### src/eeprom_host_pkg.sv
package eeprom_host_pkg;

    // 16-kbit part, 2048 bytes
    localparam int ADDR_W = 11;
    localparam int DATA_W = 8;

    // host command opcode
    typedef enum logic
    {
        OP_WRITE = 1'b0,
        OP_READ  = 1'b1
    } eeprom_op_e;

endpackage

### src/two_wire_pkg.sv
package two_wire_pkg;

    localparam logic [3:0] CTRL_PREFIX = 4'b1010;  // device type code

    // symbols the sequencer asks of the bit engine
    typedef enum logic [1:0]
    {
        SYM_START = 2'd0,
        SYM_STOP  = 2'd1,
        SYM_WRITE = 2'd2,
        SYM_READ  = 2'd3
    } bit_cmd_e;

    typedef enum logic [3:0]
    {
        IDLE    = 4'd0,
        START   = 4'd1,
        CTRL_WR = 4'd2,
        ADDR    = 4'd3,
        DATA_WR = 4'd4,
        RESTART = 4'd5,
        CTRL_RD = 4'd6,
        DATA_RD = 4'd7,
        STOP    = 4'd8,
        DONE    = 4'd9
    } seq_state_e;

endpackage
### src/eeprom_byte_sequencer.sv
`timescale 1ns/100ps
module eeprom_byte_sequencer
    import eeprom_host_pkg::*, two_wire_pkg::*;
(
    input  logic              CLK,
    input  logic              RESET,
    input  logic              req_valid,
    output logic              req_ready,
    input  eeprom_op_e        req_op,
    input  logic [ADDR_W-1:0] req_addr,
    input  logic [DATA_W-1:0] req_wdata,
    output logic              sym_valid,
    input  logic              sym_ready,
    output bit_cmd_e          sym_cmd,
    output logic [7:0]        sym_byte,
    input  logic              done_valid,
    input  logic [7:0]        done_byte,
    input  logic              done_nack,
    output logic              res_valid,
    input  logic              res_ready,
    output logic [DATA_W-1:0] res_rdata,
    output logic              res_nack
);

    seq_state_e        state;
    seq_state_e        next_state;
    eeprom_op_e        op;
    logic [ADDR_W-1:0] addr;
    logic [DATA_W-1:0] wdata;
    logic              sym_busy;   // symbol handed over, done not yet seen
    logic              ack_state;  // states where the slave acknowledges

    assign req_ready = (state == IDLE);
    assign res_valid = (state == DONE);
    assign sym_valid = (state != IDLE) && (state != DONE) && !sym_busy;
    assign ack_state = (state == CTRL_WR) || (state == ADDR) ||
                       (state == DATA_WR) || (state == CTRL_RD);

    always_comb
    begin
        sym_cmd  = SYM_WRITE;
        sym_byte = 8'hff;
        case (state)
            START, RESTART: sym_cmd = SYM_START;
            CTRL_WR:        sym_byte = {CTRL_PREFIX, addr[ADDR_W-1:8], 1'b0};
            ADDR:           sym_byte = addr[7:0];
            DATA_WR:        sym_byte = wdata;
            CTRL_RD:        sym_byte = {CTRL_PREFIX, addr[ADDR_W-1:8], 1'b1};
            DATA_RD:        sym_cmd = SYM_READ;
            STOP:           sym_cmd = SYM_STOP;
            default:        sym_cmd = SYM_WRITE;
        endcase
    end

    // nack on any written byte jumps to stop
    always_comb
    begin
        next_state = STOP;
        case (state)
            START:   next_state = CTRL_WR;
            CTRL_WR: next_state = done_nack ? STOP : ADDR;
            ADDR:
                if (!done_nack)
                    next_state = (op == OP_WRITE) ? DATA_WR : RESTART;
            RESTART: next_state = CTRL_RD;
            CTRL_RD: next_state = done_nack ? STOP : DATA_RD;
            STOP:    next_state = DONE;
            default: next_state = STOP;
        endcase
    end

    always_ff @(posedge CLK)
    begin
        if (RESET)
        begin
            state    <= IDLE;
            sym_busy <= 1'b0;
        end
        else
        begin
            if (sym_valid && sym_ready)
                sym_busy <= 1'b1;
            else if (done_valid)
                sym_busy <= 1'b0;

            case (state)
                IDLE:    if (req_valid) state <= START;
                DONE:    if (res_ready) state <= IDLE;
                default: if (done_valid) state <= next_state;
            endcase
        end
    end

    always_ff @(posedge CLK)
    begin
        if (req_valid && req_ready)
        begin
            op        <= req_op;
            addr      <= req_addr;
            wdata     <= req_wdata;
            res_rdata <= '0;  // stays zero unless a byte comes back
            res_nack  <= 1'b0;
        end
        else if (done_valid)
        begin
            if (ack_state && done_nack)
                res_nack <= 1'b1;
            if (state == DATA_RD)
                res_rdata <= done_byte;
        end
    end

    // engine must be idle whenever a new symbol is offered
    assert property (@(posedge CLK) disable iff (RESET) sym_valid |-> sym_ready)
    else
        $error("symbol offered while engine busy");

endmodule

### src/eeprom_cmd_stage.sv
`timescale 1ns/100ps
module eeprom_cmd_stage
    import eeprom_host_pkg::*;
(
    input  logic              CLK,
    input  logic              RESET,
    input  logic              cmd_valid,
    output logic              cmd_ready,
    input  eeprom_op_e        cmd_op,
    input  logic [ADDR_W-1:0] cmd_addr,
    input  logic [DATA_W-1:0] cmd_wdata,
    output logic              req_valid,
    input  logic              req_ready,
    output eeprom_op_e        req_op,
    output logic [ADDR_W-1:0] req_addr,
    output logic [DATA_W-1:0] req_wdata
);

    // free slot, or the held command leaves this cycle
    assign cmd_ready = !req_valid || req_ready;

    always_ff @(posedge CLK)
    begin
        if (RESET)
            req_valid <= 1'b0;
        else if (cmd_ready)
            req_valid <= cmd_valid;
    end

    always_ff @(posedge CLK)
    begin
        if (cmd_valid && cmd_ready)
        begin
            req_op    <= cmd_op;
            req_addr  <= cmd_addr;
            req_wdata <= cmd_wdata;
        end
    end

    // held command must not move under a stalled sequencer
    assert property (@(posedge CLK) disable iff (RESET)
        req_valid && !req_ready |=> $stable(req_op))
    else
        $error("req_op changed while stalled");

endmodule

### src/eeprom_ctrl_top.sv
`timescale 1ns/100ps
module eeprom_ctrl_top
    import eeprom_host_pkg::*, two_wire_pkg::*;
#(
    parameter int SCL_HALF = 2
)
(
    input  logic              CLK,
    input  logic              RESET,
    input  logic              cmd_valid,
    output logic              cmd_ready,
    input  eeprom_op_e        cmd_op,
    input  logic [ADDR_W-1:0] cmd_addr,
    input  logic [DATA_W-1:0] cmd_wdata,
    output logic              rsp_valid,
    input  logic              rsp_ready,
    output logic [DATA_W-1:0] rsp_rdata,
    output logic              rsp_nack,
    output logic              scl,
    output logic              sda_drive_low,
    input  logic              sda_in
);

    logic              req_valid;
    logic              req_ready;
    eeprom_op_e        req_op;
    logic [ADDR_W-1:0] req_addr;
    logic [DATA_W-1:0] req_wdata;
    logic              sym_valid;
    logic              sym_ready;
    bit_cmd_e          sym_cmd;
    logic [7:0]        sym_byte;
    logic              done_valid;
    logic [7:0]        done_byte;
    logic              done_nack;
    logic              res_valid;
    logic              res_ready;
    logic [DATA_W-1:0] res_rdata;
    logic              res_nack;

    eeprom_cmd_stage u_cmd
    (
        .CLK       (CLK),
        .RESET     (RESET),
        .cmd_valid (cmd_valid),
        .cmd_ready (cmd_ready),
        .cmd_op    (cmd_op),
        .cmd_addr  (cmd_addr),
        .cmd_wdata (cmd_wdata),
        .req_valid (req_valid),
        .req_ready (req_ready),
        .req_op    (req_op),
        .req_addr  (req_addr),
        .req_wdata (req_wdata)
    );

    eeprom_byte_sequencer u_seq
    (
        .CLK        (CLK),
        .RESET      (RESET),
        .req_valid  (req_valid),
        .req_ready  (req_ready),
        .req_op     (req_op),
        .req_addr   (req_addr),
        .req_wdata  (req_wdata),
        .sym_valid  (sym_valid),
        .sym_ready  (sym_ready),
        .sym_cmd    (sym_cmd),
        .sym_byte   (sym_byte),
        .done_valid (done_valid),
        .done_byte  (done_byte),
        .done_nack  (done_nack),
        .res_valid  (res_valid),
        .res_ready  (res_ready),
        .res_rdata  (res_rdata),
        .res_nack   (res_nack)
    );

    two_wire_bit_engine #(.SCL_HALF(SCL_HALF)) u_bit
    (
        .CLK           (CLK),
        .RESET         (RESET),
        .sym_valid     (sym_valid),
        .sym_ready     (sym_ready),
        .sym_cmd       (sym_cmd),
        .sym_byte      (sym_byte),
        .done_valid    (done_valid),
        .done_byte     (done_byte),
        .done_nack     (done_nack),
        .scl           (scl),
        .sda_drive_low (sda_drive_low),
        .sda_in        (sda_in)
    );

    eeprom_rsp_stage u_rsp
    (
        .CLK       (CLK),
        .RESET     (RESET),
        .res_valid (res_valid),
        .res_ready (res_ready),
        .res_rdata (res_rdata),
        .res_nack  (res_nack),
        .rsp_valid (rsp_valid),
        .rsp_ready (rsp_ready),
        .rsp_rdata (rsp_rdata),
        .rsp_nack  (rsp_nack)
    );

endmodule

### src/eeprom_rsp_stage.sv
`timescale 1ns/100ps
module eeprom_rsp_stage
    import eeprom_host_pkg::*;
(
    input  logic              CLK,
    input  logic              RESET,
    input  logic              res_valid,
    output logic              res_ready,
    input  logic [DATA_W-1:0] res_rdata,
    input  logic              res_nack,
    output logic              rsp_valid,
    input  logic              rsp_ready,
    output logic [DATA_W-1:0] rsp_rdata,
    output logic              rsp_nack
);

    assign res_ready = !rsp_valid || rsp_ready;

    always_ff @(posedge CLK)
    begin
        if (RESET)
            rsp_valid <= 1'b0;
        else if (res_ready)
            rsp_valid <= res_valid;
    end

    always_ff @(posedge CLK)
    begin
        if (res_valid && res_ready)
        begin
            rsp_rdata <= res_rdata;
            rsp_nack  <= res_nack;
        end
    end

    assert property (@(posedge CLK) disable iff (RESET)
        rsp_valid && !rsp_ready |=> $stable(rsp_rdata))
    else
        $error("response data moved while host stalled");

endmodule

### src/two_wire_bit_engine.sv
`timescale 1ns/100ps
module two_wire_bit_engine
    import two_wire_pkg::*;
#(
    parameter int SCL_HALF = 2
)
(
    input  logic       CLK,
    input  logic       RESET,
    input  logic       sym_valid,
    output logic       sym_ready,
    input  bit_cmd_e   sym_cmd,
    input  logic [7:0] sym_byte,
    output logic       done_valid,
    output logic [7:0] done_byte,
    output logic       done_nack,
    output logic       scl,
    output logic       sda_drive_low,
    input  logic       sda_in
);

    localparam int PH_W = $clog2(SCL_HALF);

    bit_cmd_e        cmd;
    logic            busy;
    logic            high_half;  // second half of the scl period
    logic [PH_W-1:0] ph_cnt;
    logic [3:0]      bit_cnt;    // 8 is the acknowledge slot
    logic [7:0]      shreg;
    logic            ack_bit;
    logic            half_end;
    logic            framing;    // start or stop
    logic            last_slot;
    logic            sda_next;

    assign sym_ready = !busy;
    assign half_end  = (ph_cnt == PH_W'(SCL_HALF - 1));
    assign framing   = (cmd == SYM_START) || (cmd == SYM_STOP);
    assign last_slot = framing || (bit_cnt == 4'd8);

    always_comb
    begin
        sda_next = sda_drive_low;
        case (cmd)
            SYM_START: sda_next = high_half;   // falls under scl high
            SYM_STOP:  sda_next = !high_half;  // rises under scl high
            SYM_WRITE:
                if (!high_half)
                    sda_next = (bit_cnt != 4'd8) && !shreg[7];
            default:
                if (!high_half)
                    sda_next = 1'b0;  // read bits and the final nack released
        endcase
    end

    always_ff @(posedge CLK)
    begin
        if (RESET)
        begin
            busy          <= 1'b0;
            high_half     <= 1'b0;
            ph_cnt        <= '0;
            bit_cnt       <= '0;
            scl           <= 1'b1;
            sda_drive_low <= 1'b0;
            done_valid    <= 1'b0;
        end
        else
        begin
            done_valid <= 1'b0;
            if (!busy)
            begin
                if (sym_valid)
                begin
                    busy      <= 1'b1;
                    high_half <= 1'b0;
                    ph_cnt    <= '0;
                    bit_cnt   <= '0;
                    scl       <= 1'b0;  // each slot opens low
                end
            end
            else
            begin
                ph_cnt <= half_end ? '0 : ph_cnt + 1'b1;
                if (ph_cnt == '0)
                    sda_drive_low <= sda_next;
                if (half_end)
                begin
                    if (!high_half)
                    begin
                        high_half <= 1'b1;
                        scl       <= 1'b1;
                    end
                    else if (last_slot)
                    begin
                        busy       <= 1'b0;
                        done_valid <= 1'b1;
                    end
                    else
                    begin
                        high_half <= 1'b0;
                        scl       <= 1'b0;
                        bit_cnt   <= bit_cnt + 1'b1;
                    end
                end
            end
        end
    end

    always_ff @(posedge CLK)
    begin
        if (!busy && sym_valid)
        begin
            cmd   <= sym_cmd;
            shreg <= sym_byte;
        end
        else if (busy && half_end && !high_half)
        begin
            // sample on the scl rising point
            if (bit_cnt == 4'd8)
                ack_bit <= sda_in;
            else
                shreg <= {shreg[6:0], sda_in};
        end
        if (busy && half_end && high_half && last_slot)
        begin
            done_byte <= shreg;
            done_nack <= !framing && ack_bit;
        end
    end

    assert property (@(posedge CLK) disable iff (RESET)
        busy && !framing && $changed(sda_drive_low) |-> !scl)
    else
        $error("sda moved with scl high inside a byte");

endmodule

### config.mk
export PLATFORM = sky130hd
export DESIGN_NAME = eeprom_ctrl_top
export DESIGN_NICKNAME = d
export VERILOG_FILES = /design/src/eeprom_host_pkg.sv /design/src/two_wire_pkg.sv /design/src/eeprom_byte_sequencer.sv /design/src/eeprom_cmd_stage.sv /design/src/eeprom_ctrl_top.sv /design/src/eeprom_rsp_stage.sv /design/src/two_wire_bit_engine.sv
export SDC_FILE = /design/constraint.sdc
export NUM_CORES = 1
export LEC_CHECK = 0
export ABC_CLOCK_PERIOD_IN_PS = 1900
export BUFFER_PORTS_ARGS = -buffer_cell sky130_fd_sc_hd__buf_2
export CAP_MARGIN = 20
export CORE_AREA = 4 4 90 92
export CTS_CLUSTER_SIZE = 14
export DETAILED_ROUTE_END_ITERATION = 8
export DIE_AREA = 0 0 94 96
export PLACE_DENSITY = 0.73
export SLEW_MARGIN = 20
export SYNTH_ARGS = -nofsm -noshare
export SYNTH_HDL_FRONTEND = slang
export SYNTH_SLANG_ARGS = --single-unit
### constraint.sdc
create_clock -name CLK -period 1.9 [get_ports CLK]
set_input_delay 0.38 -clock CLK [delete_from_list [all_inputs] [get_ports CLK]]
set_output_delay 0.38 -clock CLK [all_outputs]
set_load 0.01 [all_outputs]
==> flow_summary.json <==
{
  "cts_sinks": 95,
  "clk_latency_ps": 340,
  "hold_viol_final": 0,
  "fin_crit_sh": 0.963,
  "synth_adder_area_share": 0.00676,
  "cts_tree": "built",
  "cts_made_buffers": 9,
  "gr-total-overflow": 0,
  "setup_viol": 0,
  "chipHeight_um": 96,
  "drtPass1Iterations": 4,
  "postRouteWirelength_um": 5670,
  "slew_viol_final": 0,
  "worstRegToRegCells": 7,
  "drive_gt1_frac": 0.281,
  "ys_warn_count": 0,
  "netlist_instances": 265,
  "tightest_slew_ps": 417,
  "hold-path-endpoint": "u_cmd.req_addr[8]",
  "syn_area_per_cell_um2": 14.0,
  "path_max_fanout": 5,
  "clk_pin_slew_ps": 90,
  "syn_area_mm2": 0.00370,
  "dp_hpwl_um": 4070,
  "place.gp.congestion": 0.873,
  "dpl_worst_slack_ps": 54.6,
  "root_buffer": "clkbuf_8",
  "status": "completed",
  "rrSetupSlack_ps": 150,
  "yosys.cell_types.count": 57,
  "crit_path_start": "u_seq.state[3]",
  "dieArea_mm2": 0.00902,
  "synth.most_common_cell": "edfxtp_1",
  "synth_compound_area_frac": 0.118,
  "gr-usage-met1": 0.167,
  "drt_iter0_drc": 165,
  "grtUsageMet2": 0.225,
  "coreArea_mm2": 0.00721,
  "maxCapViolations": 0,
  "clock.fmax_mhz": 547,
  "track_usage": 0.138,
  "power_mw": 3.89,
  "yosysTopAreaCell": "edfxtp_1",
  "detail-route-antenna-nets": 0,
  "worst_slack_ps": 71.2,
  "synth_xor_xnor_area_share": 0.00947,
  "synth_top_area_share": 0.560,
  "synth-main-ff-cell": "edfxtp_1",
  "hold_buffers": 0,
  "fillers": 595,
  "diodes": 0,
  "synth_area_leaders": "edfxtp_1 (56%), dfxtp_1 (14%), nor2_1 (2.4%)",
  "grt_max_degree": 30,
  "rows": 31,
  "hp-start": "cmd_addr[8]",
  "antenna_found_initial": 0,
  "start_kind": "register",
  "ys_seq_area_frac": 0.701,
  "layout.nets": 347,
  "dr_total_vias": 2148,
  "max_slew_margin": 0.722,
  "cp_data_arrival_time_ps": 1450,
  "min_period_ps": 1830,
  "io_pins": 38,
  "peakVddDrop_mv": 0.620,
  "syn_nets": 292,
  "synth_mux_area_frac": 0.0216,
  "r2r_start": "u_bit.bit_cnt[0]",
  "r2r_end": "u_bit.scl",
  "wl_per_cell_um": 13.4,
  "synth_top_family_by_area": "compound AO/OA/AOI/OAI gates",
  "grt_pass1_wl_um": 9340,
  "syn_to_final_growth_pct": 16.8,
  "hold_path.class": "input pin to register",
  "grt_pass1_vias": 2020,
  "crit_type": "register to output pin",
  "start_util": 0.513,
  "endpoint_kind": "output pin",
  "rsz0062_at_grt": "no",
  "timing.setup.tns_ps": 0,
  "htree_levels": 3,
  "drcViolationCount": 0,
  "min_path_cells": 1,
  "yosys.area_share.simple": 0.114,
  "skew_ps": 13.3,
  "busiest_layer": "met2",
  "p_per_area_mw_per_mm2": 899,
  "critPathRequiredTime_ps": 1520,
  "met3_usage": 0.0367,
  "async_flop_share": 0,
  "cts_buffer_depth": 2,
  "netlist_top_cells_count": "edfxtp_1 (69), dfxtp_1 (26), nor2_1 (24)",
  "ys_ff_latch": 95,
  "p_leak_nw": 1.58,
  "hold_slack_ps": 212,
  "port_buffers": 37,
  "dieWidth_um": 94,
  "synth_edf_count": 69,
  "viasPerCell": 5.08
}
==> sequential cells by signal, summed over array words and instances (netlist names), 2 cells and up <==
| register | count |
|---|---|
| u_bit.done_byte | 8 |
| u_seq.wdata | 8 |
| u_bit.bit_cnt | 4 |
| u_rsp.rsp_rdata | 8 |
| u_cmd.req_wdata | 8 |
| u_bit.shreg | 8 |
| u_bit.cmd | 2 |
| u_cmd.req_addr | 11 |
| u_seq.res_rdata | 8 |
| u_seq.state | 4 |
| u_seq.addr | 11 |
==> worst max path at each step <==
| stage | to | slack (ps) |
|---|---|---|
| 6_report | cmd_ready | 70 |
| 5_1_grt | cmd_ready | 0.3 |
| 4_1_cts | u_bit.bit_cnt[2] | 40 |
| 3_5_place_dp | u_bit.bit_cnt[2] | 50 |
| 3_3_place_gp | u_seq.state[0] | 160 |
| 2_1_floorplan | u_cmd.req_addr[0] | 90 |
==> cells by family (layout without fill, tap and decap cells) <==
logic type                 count (synthesis)  after routing
AOI/OAI and AO/OA                         58             58
xor gates and xnor gates                   4              4
adders and majority gates                  2              2
buffers and inverters                     23             82
DFF                                       95             95
muxes                                      8              8
and+or+nand+nor                           75             75
==> stage by stage <==
step,std cells,cell area [µm²],util
floorplan,265,3710,-
global placement,406,4110,0.569
detailed placement,406,4110,0.569
CTS,423,4300,0.597
global route,423,4320,0.599
finish,423,4320,0.599
==> per-layer routing <==
metal	wire length [µm]	vias up
li1	-	1107
met1	2540	980
met2	2780	57
met3	295	4
met4	56	0
met5	0	-
==> layout make-up <==
type | count | area, µm² | share of cell area
Sequential cell | 95 | 2600 | 0.602
Timing Repair Buffer | 58 | 368 | 0.0851
Inverter | 9 | 33.8 | 0.00782
Multi-Input combinational cell | 147 | 1020 | 0.236
Tap cell | 99 | 124 | 0.0287
Clock inverter | 4 | 32.5 | 0.00753
Clock buffer | 11 | 141 | 0.0327
==> report_power, final <==
| part | switching (mW) | internal, mW |
|---|---|---|
| clock | 0.642 | 0.509 |
| sequential | 0.0527 | 2.36 |
| combinational | 0.181 | 0.143 |
==> critical path, cell delays in order (launching register included) <==
cell	delay (ps)
dfxtp_4	380
or4_4	520
nand2_2	80
buf_2	120
==> layout by cell type, fill, tap and decap left out, types with 5 or more instances in the layout <==
cell type   n
buf_4      19
mux2i_1     8
dfxtp_1    22
a21oi_1    14
nor2b_1     7
nand2_1    11
nor2_1     23
edfxtp_1   69
clkbuf_8   10
inv_1       8
nand2b_1    7
o21ai_0     9
buf_2      37
nor3_1      5
==> what timing repair did <==
| action | 4_1_cts | 5_1_grt |
|---|---|---|
| endpoints found under the setup margin | 1 | 11 |
| resized for setup | 5 | 5 |
| hold endpoints to repair | 0 | 0 |
| pin swaps | 1 | 0 |
| buffers inserted | 2 | 0 |
(Power assumes the default switching activity.)
